## src/hdl/exu_macros.svh

```systemverilog
`ifndef EXU_MACROS_SVH
`define EXU_MACROS_SVH

// instruction word width
`define EXU_ILEN 32

// datapath width
`define EXU_XLEN 32

// interrupt vector base out of reset
`define EXU_VECT_RESET 32'hffffffc0

// multiplier iterations, one 8-bit slice of b per step
`define EXU_MUL_STEPS 4

`endif

```

## src/hdl/exu_pkg.sv

```systemverilog
package exu_pkg;

  // instruction class, ir[31:28]
  typedef enum logic [3:0] {
    C_ALU    = 4'h0,
    C_MUL    = 4'h1,
    C_CMP    = 4'h2,
    C_BRANCH = 4'h3,
    C_JUMP   = 4'h4,
    C_LDI    = 4'h5,
    C_MOV    = 4'h6,
    C_INH    = 4'h7
  } instr_class_t;

  // alu op, taken from op[2:0] for the alu class
  typedef enum logic [2:0] {
    ALU_ADD = 3'h0,
    ALU_SUB = 3'h1,
    ALU_AND = 3'h2,
    ALU_OR  = 3'h3,
    ALU_XOR = 3'h4,
    ALU_SHL = 3'h5,
    ALU_SHR = 3'h6,
    ALU_ASR = 3'h7
  } alu_func_t;

  // which half of the 64-bit product
  typedef enum logic {
    MUL_LO = 1'b0,
    MUL_HI = 1'b1
  } mul_func_t;

endpackage

```

## src/hdl/exu_decode.sv

```systemverilog
`timescale 1ns/1ps
`include "exu_macros.svh"

module exu_decode (
  input  logic [`EXU_ILEN-1:0]  ir_i,
  input  logic [`EXU_XLEN-1:0]  pc_i,
  input  logic [`EXU_XLEN-1:0]  reg_data1_i,
  input  logic [`EXU_XLEN-1:0]  reg_data2_i,
  output exu_pkg::instr_class_t cls_o,
  output logic [3:0]            op_o,
  output exu_pkg::alu_func_t    alu_func_o,
  output logic [`EXU_XLEN-1:0]  alu_a_o,
  output logic [`EXU_XLEN-1:0]  alu_b_o,
  output exu_pkg::mul_func_t    mul_func_o,
  output logic                  mul_req_o,
  output logic [`EXU_XLEN-1:0]  imm_o
);
  import exu_pkg::*;

  logic [15:0]          imm16;
  logic [`EXU_XLEN-1:0] imm_sx;
  logic [`EXU_XLEN-1:0] imm_zx;

  assign cls_o  = instr_class_t'(ir_i[31:28]);
  assign op_o   = ir_i[27:24];
  assign imm16  = ir_i[15:0];
  assign imm_sx = {{(`EXU_XLEN-16){imm16[15]}}, imm16};
  assign imm_zx = {{(`EXU_XLEN-16){1'b0}}, imm16};

  assign imm_o = (cls_o == C_LDI) ? imm_zx : imm_sx;  // ldi is unsigned

  assign mul_req_o  = (cls_o == C_MUL);
  assign mul_func_o = mul_func_t'(op_o[0]);

  always_comb
  begin
    alu_func_o = ALU_ADD;
    alu_a_o    = reg_data1_i;
    alu_b_o    = reg_data2_i;
    case (cls_o)
      C_ALU:
      begin
        alu_func_o = alu_func_t'(op_o[2:0]);
        if (op_o[3])
          alu_b_o = imm_sx;  // immediate form
      end
      C_CMP:
        alu_func_o = ALU_SUB;
      C_BRANCH:
      begin
        // word offset from the branch pc
        alu_a_o = pc_i;
        alu_b_o = {imm_sx[`EXU_XLEN-3:0], 2'b00};
      end
      C_JUMP:
        alu_b_o = imm_sx;  // rs1 + imm16
      default:
        alu_func_o = ALU_ADD;
    endcase
  end

endmodule

```

## src/hdl/exu_alu.sv

```systemverilog
`timescale 1ns/1ps
`include "exu_macros.svh"

module exu_alu (
  input  logic [`EXU_XLEN-1:0] a_i,
  input  logic [`EXU_XLEN-1:0] b_i,
  input  exu_pkg::alu_func_t   func_i,
  output logic [`EXU_XLEN-1:0] y_o,
  output logic                 c_o,
  output logic                 n_o,
  output logic                 v_o,
  output logic                 z_o
);
  import exu_pkg::*;

  localparam int MSB = `EXU_XLEN - 1;
  localparam int SW  = $clog2(`EXU_XLEN);

  logic [`EXU_XLEN:0] sum;
  logic [`EXU_XLEN:0] diff;
  logic [SW-1:0]      shamt;

  assign sum   = {1'b0, a_i} + {1'b0, b_i};
  assign diff  = {1'b0, a_i} - {1'b0, b_i};
  assign shamt = b_i[SW-1:0];

  always_comb
  begin
    c_o = 1'b0;
    v_o = 1'b0;
    case (func_i)
      ALU_ADD:
      begin
        y_o = sum[MSB:0];
        c_o = sum[`EXU_XLEN];
        v_o = (a_i[MSB] == b_i[MSB]) && (y_o[MSB] != a_i[MSB]);
      end
      ALU_SUB:
      begin
        y_o = diff[MSB:0];
        c_o = diff[`EXU_XLEN];  // set when a < b unsigned
        v_o = (a_i[MSB] != b_i[MSB]) && (y_o[MSB] != a_i[MSB]);
      end
      ALU_AND: y_o = a_i & b_i;
      ALU_OR:  y_o = a_i | b_i;
      ALU_XOR: y_o = a_i ^ b_i;
      ALU_SHL: y_o = a_i << shamt;
      ALU_SHR: y_o = a_i >> shamt;
      ALU_ASR: y_o = $signed(a_i) >>> shamt;
      default: y_o = a_i;
    endcase
    n_o = y_o[MSB];
    z_o = ~|y_o;
  end

endmodule

```

## src/hdl/exu_intcalc.sv

```systemverilog
`timescale 1ns/1ps
`include "exu_macros.svh"

module exu_intcalc (
  input  logic                 clk_i,
  input  logic                 rst_i,
  input  logic                 start_i,
  input  logic [`EXU_XLEN-1:0] a_i,
  input  logic [`EXU_XLEN-1:0] b_i,
  input  exu_pkg::mul_func_t   func_i,
  output logic                 busy_o,
  output logic                 done_o,
  output logic [`EXU_XLEN-1:0] y_o
);
  import exu_pkg::*;

  localparam int SLICE = `EXU_XLEN / `EXU_MUL_STEPS;
  localparam int PW    = 2 * `EXU_XLEN;
  localparam int CW    = $clog2(`EXU_MUL_STEPS);

  logic [PW-1:0]        acc;    // partial product
  logic [PW-1:0]        a_sh;   // a aligned to the next slice
  logic [`EXU_XLEN-1:0] b_rem;  // remaining slices of b
  logic [CW-1:0]        step;
  logic                 last;
  mul_func_t            func_q;

  assign last = (step == CW'(`EXU_MUL_STEPS - 1));

  always_ff @(posedge clk_i or posedge rst_i)
  begin
    if (rst_i)
    begin
      busy_o <= 1'b0;
      done_o <= 1'b0;
      step   <= '0;
    end
    else if (start_i)
    begin
      busy_o <= 1'b1;
      step   <= CW'(1);  // slice 0 is taken at start
    end
    else if (done_o)
    begin
      busy_o <= 1'b0;
      done_o <= 1'b0;
    end
    else if (busy_o)
    begin
      step   <= step + 1'b1;
      done_o <= last;
    end
  end

  always_ff @(posedge clk_i)
  begin
    if (start_i)
    begin
      acc    <= PW'(a_i) * PW'(b_i[SLICE-1:0]);
      a_sh   <= PW'(a_i) << SLICE;
      b_rem  <= b_i >> SLICE;
      func_q <= func_i;
    end
    else if (busy_o && !done_o)
    begin
      acc   <= acc + a_sh * PW'(b_rem[SLICE-1:0]);
      a_sh  <= a_sh << SLICE;
      b_rem <= b_rem >> SLICE;
    end
  end

  assign y_o = (func_q == MUL_HI) ? acc[PW-1:`EXU_XLEN] : acc[`EXU_XLEN-1:0];

  a_no_restart: assert property (@(posedge clk_i) disable iff (rst_i)
    start_i |-> !busy_o);

  a_done_latency: assert property (@(posedge clk_i) disable iff (rst_i)
    start_i |-> ##(`EXU_MUL_STEPS) done_o);

endmodule

```

## src/hdl/exu_stage.sv

```systemverilog
`timescale 1ns/1ps
`include "exu_macros.svh"

module exu_stage (
  input  logic                  clk_i,
  input  logic                  rst_i,
  input  logic                  valid_i,
  input  logic [`EXU_ILEN-1:0]  ir_i,
  input  logic [`EXU_XLEN-1:0]  pc_i,
  input  logic [`EXU_XLEN-1:0]  reg_data1_i,
  input  logic                  reg_write_i,
  input  logic [2:0]            irq_i,
  input  logic                  stall_i,
  input  exu_pkg::instr_class_t cls_i,
  input  logic [3:0]            op_i,
  input  logic [`EXU_XLEN-1:0]  imm_i,
  input  logic [`EXU_XLEN-1:0]  alu_y_i,
  input  logic                  alu_c_i,
  input  logic                  alu_n_i,
  input  logic                  alu_v_i,
  input  logic                  alu_z_i,
  input  logic                  mul_req_i,
  input  logic                  mul_done_i,
  input  logic [`EXU_XLEN-1:0]  mul_y_i,
  output logic                  mul_start_o,
  output logic                  valid_o,
  output logic [`EXU_ILEN-1:0]  ir_o,
  output logic [`EXU_XLEN-1:0]  result_o,
  output logic                  reg_write_o,
  output logic [2:0]            ccr_o,
  output logic [`EXU_XLEN-1:0]  pc_o,
  output logic                  pc_set_o,
  output logic                  halt_o,
  output logic                  exc_o,
  output logic                  int_en_o,
  output logic                  stall_o
);
  import exu_pkg::*;

  logic                 irq_take;
  logic                 accept;
  logic                 mul_run;   // multiplier started and not yet done
  logic                 mul_have;  // product parked while downstream stalls
  logic [`EXU_XLEN-1:0] mul_res;
  logic                 mul_ready;
  logic                 mul_wait;
  logic                 taken;
  logic [`EXU_XLEN-1:0] result_d;
  logic [`EXU_XLEN-1:0] pc_d;
  logic                 pc_set_d;
  logic                 reg_write_d;
  logic [2:0]           ccr_d;
  logic                 int_en_d;
  logic                 halt_d;

  // no interrupt entry once a multiply has started
  assign irq_take    = valid_i && (irq_i != 3'h0) && int_en_o && !mul_run && !mul_have;
  assign mul_ready   = mul_done_i || mul_have;
  assign mul_wait    = valid_i && mul_req_i && !irq_take && !mul_ready;
  assign stall_o     = stall_i || mul_wait;
  assign accept      = valid_i && !stall_o;
  assign mul_start_o = mul_wait && !mul_run;

  // ccr_o = {ltu, lt, eq}
  always_comb
  begin
    case (op_i)
      4'h0:    taken = 1'b1;                      // bra
      4'h1:    taken = ccr_o[0];                  // beq
      4'h2:    taken = !ccr_o[0];                 // bne
      4'h3:    taken = !(ccr_o[2] || ccr_o[0]);   // bgtu
      4'h4:    taken = !(ccr_o[1] || ccr_o[0]);   // bgt
      4'h5:    taken = !ccr_o[1];                 // bge
      4'h6:    taken = ccr_o[1] || ccr_o[0];      // ble
      4'h7:    taken = ccr_o[1];                  // blt
      4'h8:    taken = !ccr_o[2];                 // bgeu
      4'h9:    taken = ccr_o[2];                  // bltu
      4'ha:    taken = ccr_o[2] || ccr_o[0];      // bleu
      default: taken = 1'b0;
    endcase
  end

  always_comb
  begin
    result_d    = alu_y_i;
    pc_d        = pc_i;
    pc_set_d    = 1'b0;
    reg_write_d = reg_write_i;
    ccr_d       = ccr_o;
    int_en_d    = int_en_o;
    halt_d      = halt_o;
    if (irq_take)
    begin
      result_d    = `EXU_VECT_RESET + {{(`EXU_XLEN-6){1'b0}}, irq_i, 3'b000};
      pc_set_d    = 1'b1;
      reg_write_d = 1'b0;
      int_en_d    = 1'b0;
    end
    else
    begin
      case (cls_i)
        C_MUL:
          result_d = mul_have ? mul_res : mul_y_i;
        C_CMP:
          ccr_d = {alu_c_i, alu_n_i ^ alu_v_i, alu_z_i};
        C_BRANCH:
        begin
          pc_set_d = taken;
          if (taken)
            pc_d = alu_y_i;
        end
        C_JUMP:
        begin
          pc_d     = alu_y_i;
          pc_set_d = 1'b1;
        end
        C_LDI:
          result_d = imm_i;
        C_MOV:
        begin
          result_d = reg_data1_i;
          if (op_i == 4'h0)
            result_d = {{(`EXU_XLEN-3){1'b0}}, ccr_o};
          else if (op_i == 4'h4)
            ccr_d = reg_data1_i[2:0];
        end
        C_INH:
        begin
          if (op_i == 4'h2)
            int_en_d = 1'b0;          // cli
          else if (op_i == 4'h3)
            int_en_d = !halt_o;       // sti
          else if (op_i == 4'h4)
          begin
            halt_d   = 1'b1;
            int_en_d = 1'b0;
          end
        end
        default:
          result_d = alu_y_i;
      endcase
    end
  end

  always_ff @(posedge clk_i or posedge rst_i)
  begin
    if (rst_i)
    begin
      valid_o     <= 1'b0;
      pc_set_o    <= 1'b0;
      reg_write_o <= 1'b0;
      halt_o      <= 1'b0;
      exc_o       <= 1'b0;
      int_en_o    <= 1'b0;
      ccr_o       <= 3'h0;
      mul_run     <= 1'b0;
      mul_have    <= 1'b0;
    end
    else
    begin
      if (!stall_i)
      begin
        valid_o  <= accept;
        pc_set_o <= accept && pc_set_d;  // one redirect per instruction
      end
      if (accept)
      begin
        reg_write_o <= reg_write_d;
        exc_o       <= irq_take;
        ccr_o       <= ccr_d;
        int_en_o    <= int_en_d;
        halt_o      <= halt_d;
      end
      if (mul_start_o)
        mul_run <= 1'b1;
      else if (mul_done_i)
        mul_run <= 1'b0;
      if (accept)
        mul_have <= 1'b0;
      else if (mul_done_i)
        mul_have <= 1'b1;
    end
  end

  always_ff @(posedge clk_i)
  begin
    if (accept)
    begin
      ir_o     <= ir_i;
      result_o <= result_d;
      pc_o     <= pc_d;
    end
    if (mul_done_i)
      mul_res <= mul_y_i;
  end

  a_no_redirect_in_stall: assert property (@(posedge clk_i) disable iff (rst_i)
    stall_i |=> !$rose(pc_set_o) && !$rose(exc_o));

endmodule

```

## src/hdl/exu_top.sv

```systemverilog
`timescale 1ns/1ps
`include "exu_macros.svh"

module exu_top (
  input  logic                 clk_i,
  input  logic                 rst_i,
  input  logic                 valid_i,
  input  logic [`EXU_ILEN-1:0] ir_i,
  input  logic [`EXU_XLEN-1:0] pc_i,
  input  logic [`EXU_XLEN-1:0] reg_data1_i,
  input  logic [`EXU_XLEN-1:0] reg_data2_i,
  input  logic                 reg_write_i,
  input  logic [2:0]           irq_i,
  input  logic                 stall_i,
  output logic                 valid_o,
  output logic [`EXU_ILEN-1:0] ir_o,
  output logic [`EXU_XLEN-1:0] result_o,
  output logic                 reg_write_o,
  output logic [2:0]           ccr_o,
  output logic [`EXU_XLEN-1:0] pc_o,
  output logic                 pc_set_o,
  output logic                 halt_o,
  output logic                 exc_o,
  output logic                 stall_o,
  output logic                 int_en_o
);
  import exu_pkg::*;

  instr_class_t         cls;
  logic [3:0]           op;
  alu_func_t            alu_func;
  logic [`EXU_XLEN-1:0] alu_a;
  logic [`EXU_XLEN-1:0] alu_b;
  logic [`EXU_XLEN-1:0] alu_y;
  logic                 alu_c;
  logic                 alu_n;
  logic                 alu_v;
  logic                 alu_z;
  mul_func_t            mul_func;
  logic                 mul_req;
  logic                 mul_start;
  logic                 mul_done;
  logic [`EXU_XLEN-1:0] mul_y;
  logic [`EXU_XLEN-1:0] imm;

  exu_decode exu_decode_inst (
    .ir_i        (ir_i),
    .pc_i        (pc_i),
    .reg_data1_i (reg_data1_i),
    .reg_data2_i (reg_data2_i),
    .cls_o       (cls),
    .op_o        (op),
    .alu_func_o  (alu_func),
    .alu_a_o     (alu_a),
    .alu_b_o     (alu_b),
    .mul_func_o  (mul_func),
    .mul_req_o   (mul_req),
    .imm_o       (imm)
  );

  exu_alu exu_alu_inst (
    .a_i    (alu_a),
    .b_i    (alu_b),
    .func_i (alu_func),
    .y_o    (alu_y),
    .c_o    (alu_c),
    .n_o    (alu_n),
    .v_o    (alu_v),
    .z_o    (alu_z)
  );

  // multiplier shares the alu operand path
  exu_intcalc exu_intcalc_inst (
    .clk_i   (clk_i),
    .rst_i   (rst_i),
    .start_i (mul_start),
    .a_i     (alu_a),
    .b_i     (alu_b),
    .func_i  (mul_func),
    .busy_o  (),
    .done_o  (mul_done),
    .y_o     (mul_y)
  );

  exu_stage exu_stage_inst (
    .clk_i       (clk_i),
    .rst_i       (rst_i),
    .valid_i     (valid_i),
    .ir_i        (ir_i),
    .pc_i        (pc_i),
    .reg_data1_i (reg_data1_i),
    .reg_write_i (reg_write_i),
    .irq_i       (irq_i),
    .stall_i     (stall_i),
    .cls_i       (cls),
    .op_i        (op),
    .imm_i       (imm),
    .alu_y_i     (alu_y),
    .alu_c_i     (alu_c),
    .alu_n_i     (alu_n),
    .alu_v_i     (alu_v),
    .alu_z_i     (alu_z),
    .mul_req_i   (mul_req),
    .mul_done_i  (mul_done),
    .mul_y_i     (mul_y),
    .mul_start_o (mul_start),
    .valid_o     (valid_o),
    .ir_o        (ir_o),
    .result_o    (result_o),
    .reg_write_o (reg_write_o),
    .ccr_o       (ccr_o),
    .pc_o        (pc_o),
    .pc_set_o    (pc_set_o),
    .halt_o      (halt_o),
    .exc_o       (exc_o),
    .int_en_o    (int_en_o),
    .stall_o     (stall_o)
  );

endmodule

```

## config.mk

```make
export PLATFORM = sky130hd
export DESIGN_NAME = exu_top
export DESIGN_NICKNAME = d
export VERILOG_FILES = /design/src/hdl/exu_pkg.sv /design/src/hdl/exu_decode.sv /design/src/hdl/exu_alu.sv /design/src/hdl/exu_intcalc.sv /design/src/hdl/exu_stage.sv /design/src/hdl/exu_top.sv
export VERILOG_INCLUDE_DIRS = /design/src /design/src/hdl
export SDC_FILE = /design/constraint.sdc
export NUM_CORES = 2
export LEC_CHECK = 0
export ABC_CLOCK_PERIOD_IN_PS = 12780
export BUFFER_PORTS_ARGS = -buffer_cell sky130_fd_sc_hd__buf_2
export CAP_MARGIN = 10
export CORE_MARGIN = 2
export CORE_UTILIZATION = 50
export CTS_BUF_LIST = sky130_fd_sc_hd__clkbuf_8 sky130_fd_sc_hd__clkbuf_16
export DETAILED_ROUTE_END_ITERATION = 12
export MAX_ROUTING_LAYER = met4
export PLACE_DENSITY_LB_ADDON = 0.25
export SLEW_MARGIN = 20
export SYNTH_ARGS = -nofsm -noshare
export SYNTH_HDL_FRONTEND = slang
export SYNTH_SLANG_ARGS = --single-unit
```

## constraint.sdc

```tcl
create_clock -name clk_i -period 12.78 [get_ports clk_i]
set_input_delay 0.639 -clock clk_i [delete_from_list [all_inputs] [get_ports clk_i]]
set_output_delay 0.639 -clock clk_i [all_outputs]
set_load 0.05 [all_outputs]
```

==> results.md <==
Die:
- The initial utilization of the core area, before any placement, comes to 50.6%.
- Pin placement for this block handled 242 I/O pins.
- The die is 301 um wide.
- The die height is 301 um.
- The core outline area is 87000 um2.
- The total die area is 90500 um2.
- The row count is 108.

CTS:
- After clock tree synthesis, the clock-pin slew on the worst setup and hold paths is 0.07 ns.
- TritonCTS built the clock tree.
- The number of gates resized after CTS was 0.
- The clock latency reported for the late side of the worst-skew pair is 0.61 ns.
- The H-tree generated during clock tree synthesis spans 2 levels.
- The deepest clock path buffer count is 3.
- Buffers added to address setup during post-CTS repair amount to 0.
- For this design, the CTS-stage hold fixing added 0 buffers.
- The root buffer cell chosen for the clock tree is sky130_fd_sc_hd__clkbuf_16.
- Counting every sink on the clock net gives 287.
- The total CTS buffers is 39.

Global routing:
- The wire length of the first global-routing pass is 273 mm.
- Across every metal layer, demand over resource in global routing totals 42.2%.
- The via count of the first global-routing pass is 40108.
- The initial antenna violation count is 11.
- The overflow left after global routing is 0.
- Entering global routing, the biggest net connects 75 pins.

Setup path:
- Data on the critical path is required at its endpoint by 13.28 ns.
- The startpoint identified for the worst register-to-register timing path is exu_intcalc_inst.b_rem[0].
- At the worst endpoint, the arrival time is 10.22 ns.
- For this run, the slowest stage of the critical path takes 1.05 ns.
- The critical path is of the flip-flop to flip-flop type.
- Setup slack on the worst reg-to-reg path comes out at 3.07 ns.
- The worst setup path is launched from a flip-flop.
- Of all nets on the critical path, the largest fanout is 32.
- The worst setup path is captured at a flip-flop.
- The highest-delay cell along the critical path is sky130_fd_sc_hd__edfxtp_1.
- The worst setup path startpoint is exu_intcalc_inst.b_rem[0].

Yosys:
- The part of the Yosys area used for sequential elements is 18.3%.
- The post-synth net total is 6226.
- The Yosys step of the flow raised 0 warnings.
- In this run, synthesis produced a sequential element count of 287.
- The post-synthesis async set-or-reset flop share is 4.88%.
- Dividing the synthesized area by the synthesized cell count gives 8.28 um2.
- The most used flip-flop cell after synthesis is sky130_fd_sc_hd__edfxtp_1.
- The number of enable flip-flop cells after synthesis is 225.
- The cell area after technology mapping is 44100 um2.
- The synthesized instance count is 5323.
- The number of unique standard cell types used by synthesis is 106.

Timing:
- The number of pins exceeding their max-slew limit in the final report is 0.
- For the pin with the worst max-slew slack, the measured transition is 1.38 ns.
- Setup violations remaining at the end of the flow were counted as 0.
- In the final timing run, aggregate negative setup slack is 0 ns.
- Between clock sinks in the finished design, the worst skew comes to 0.0349 ns.
- Setup repair after global routing left no endpoint under its margin.
- The ratio of final minimum period to clock period is 76.0%.
- The worst pin sits at a relative slew slack of 6.81%.
- The routed design could run at a clock period as short as 9.71 ns.
- The number of endpoints with negative hold slack in the final report is 0.
- Derived from the worst setup path, the maximum achievable clock frequency is 103 MHz.
- Across all setup checks in the final design, the least slack found is 3.07 ns.

Final layout:
- The library cells used most frequently in the layout, excluding fill and tap cells, are 736 x sky130_fd_sc_hd__nand2_1, 499 x sky130_fd_sc_hd__inv_1, 483 x sky130_fd_sc_hd__fa_1.
- After routing the design area is 47800 um2.
- The final core utilization is 54.9%.
- The share of cells above drive strength 1 is 10.1%.
- The library cell used most frequently in the layout, excluding fill and tap cells, is sky130_fd_sc_hd__nand2_1.
- At the end of the flow, the number of nets in the layout was 6310.
- Compared with the post-synthesis result, the final layout area differs by 8.48%.

Route:
- The number of DRC violations after detailed routing is 0.
- The via count of the routed design is 42792.
- The routed length per placed instance is 28.7 um.
- The count of nets left with antenna violations once routing finished came out at 0.
- The post-detailed-routing wire length is 189 mm.
- The starting DRC count in detailed routing is 6354.
- Using the TritonRoute via totals, the vias-per-cell ratio works out to 6.47.
- The first-pass iteration count of the detailed router is 9.

Placed design:
- The area of placed instances is 46300 um2.
- The sum of net half-perimeters after detailed placement is 150 mm.
- In this run the tool buffered the top-level ports with 241 buffer cells.
- The weighted congestion reported at the end of routability-driven placement is 1.15.
- At the placement stage, the worst setup path has a slack of 3.24 ns.

Job:
- The tool flagged a number of max-cap violations equal to 0.

Run status:
- The run finished with clean final reports.

Worst hold path:
- The path type of the worst min-delay path is primary input to asynchronous set/reset pin.
critical path, delay by kind of cell, from the launching register on:
family,cells,cell delay (ns)
flip-flops,1,1.05
AO/OA/AOI/OAI,15,3.81
adder cells (fa/ha/maj),5,2.14
AND/OR/NAND/NOR,8,1.61
buffers and inverters,3,0.62
XOR/XNOR,2,0.38
area by class of cell:
cell class	instances	area, um2
Timing Repair Buffer	333	1900
Clock inverter	31	472
Sequential cell	287	8070
Antenna cell	18	45.0
Tap cell	1155	1450
Inverter	524	1970
Multi-Input combinational cell	4222	32900
Fill cell	8123	39200
Clock buffer	41	1000
flip-flops by register name, summed over array words and instances, names as in the netlist:
signal                      flops
exu_stage_inst.exc_o            1
exu_stage_inst.mul_run          1
exu_intcalc_inst.done_o         1
exu_stage_inst.reg_write_o      1
exu_stage_inst.ccr_o            3
exu_stage_inst.mul_have         1
exu_intcalc_inst.b_rem         24
exu_stage_inst.int_en_o         1
exu_intcalc_inst.func_q         1
exu_stage_inst.valid_o          1
exu_intcalc_inst.acc           64
exu_intcalc_inst.step           2
exu_stage_inst.pc_set_o         1
exu_stage_inst.mul_res         32
exu_stage_inst.halt_o           1
exu_stage_inst.result_o        32
exu_intcalc_inst.a_sh          56
exu_stage_inst.pc_o            32
exu_stage_inst.ir_o            32
cell families (layout without fill, tap and decap cells):
logic type	after synthesis	in the layout	synth area share, %
other	0	18	0
multiplexers	77	77	1.98
XOR/XNOR	159	159	3.16
buffers and inverters	814	929	7.24
flip-flops	287	287	18.3
AND/OR/NAND/NOR	1904	1904	20.2
AO/OA/AOI/OAI	1315	1315	19.1
adder cells (fa/ha/maj)	767	767	30.0
worst paths after layout:
| check | cells past startpoint | end |
|---|---|---|
| worst max register to register | 33 | exu_intcalc_inst.acc[63] |
| worst max-delay path | 33 | exu_intcalc_inst.acc[63] |
| worst min-delay path | 2 | exu_stage_inst.ccr_o[0] |
| min in group clk_i | 1 | exu_stage_inst.ir_o[23] |
| worst min register to register | 2 | exu_intcalc_inst.a_sh[63] |
| max in group asynchronous | 2 | exu_intcalc_inst.step[1] |
per-layer routing:
metal,part of all wire (%),up-vias,global-route usage (%)
li1,-,18371,-
met3,14,461,15.0
met4,5.1,0,17.8
met1,41,21114,58.7
met5,0,-,-
met2,39,2846,54.7
cell usage after synthesis (all sizes together), types with 22 or more instances:
master / instances / share of area [%]
a211oi: 41 / 0.70
mux2: 61 / 1.6
nand3: 191 / 2.2
a21oi: 352 / 4.0
nor3: 61 / 0.72
nor2: 399 / 3.4
o21bai: 31 / 0.53
buf: 100 / 1.1
xor2: 54 / 1.1
nand2b: 31 / 0.44
and3: 22 / 0.31
o31ai: 39 / 0.66
a31oi: 33 / 0.47
dfxtp: 48 / 2.2
a221oi: 42 / 0.86
inv: 515 / 4.4
o221ai: 24 / 0.49
edfxtp: 225 / 15
and2: 330 / 4.7
o211ai: 55 / 0.95
ha: 284 / 8.1
nand2: 746 / 6.4
fa: 483 / 22
o22ai: 24 / 0.35
xnor2: 105 / 2.1
clkbuf: 190 / 1.6
o21ai: 374 / 4.3
o21a: 28 / 0.48
a21o: 95 / 1.6
nor2b: 22 / 0.31
per-stage QoR:
step | std cells | hold slack (ns)
finish | 6611 | 0.212
global route | 6605 | 0.212
CTS | 6593 | 0.202
detailed placement | 6521 | 0.452
global placement | 6519 | 0.446
floorplan | 5323 | 0.437
Power is left out: the tool's default activity adds up to more than one toggle a clock period on the data nets, which glitch-free logic cannot reach.
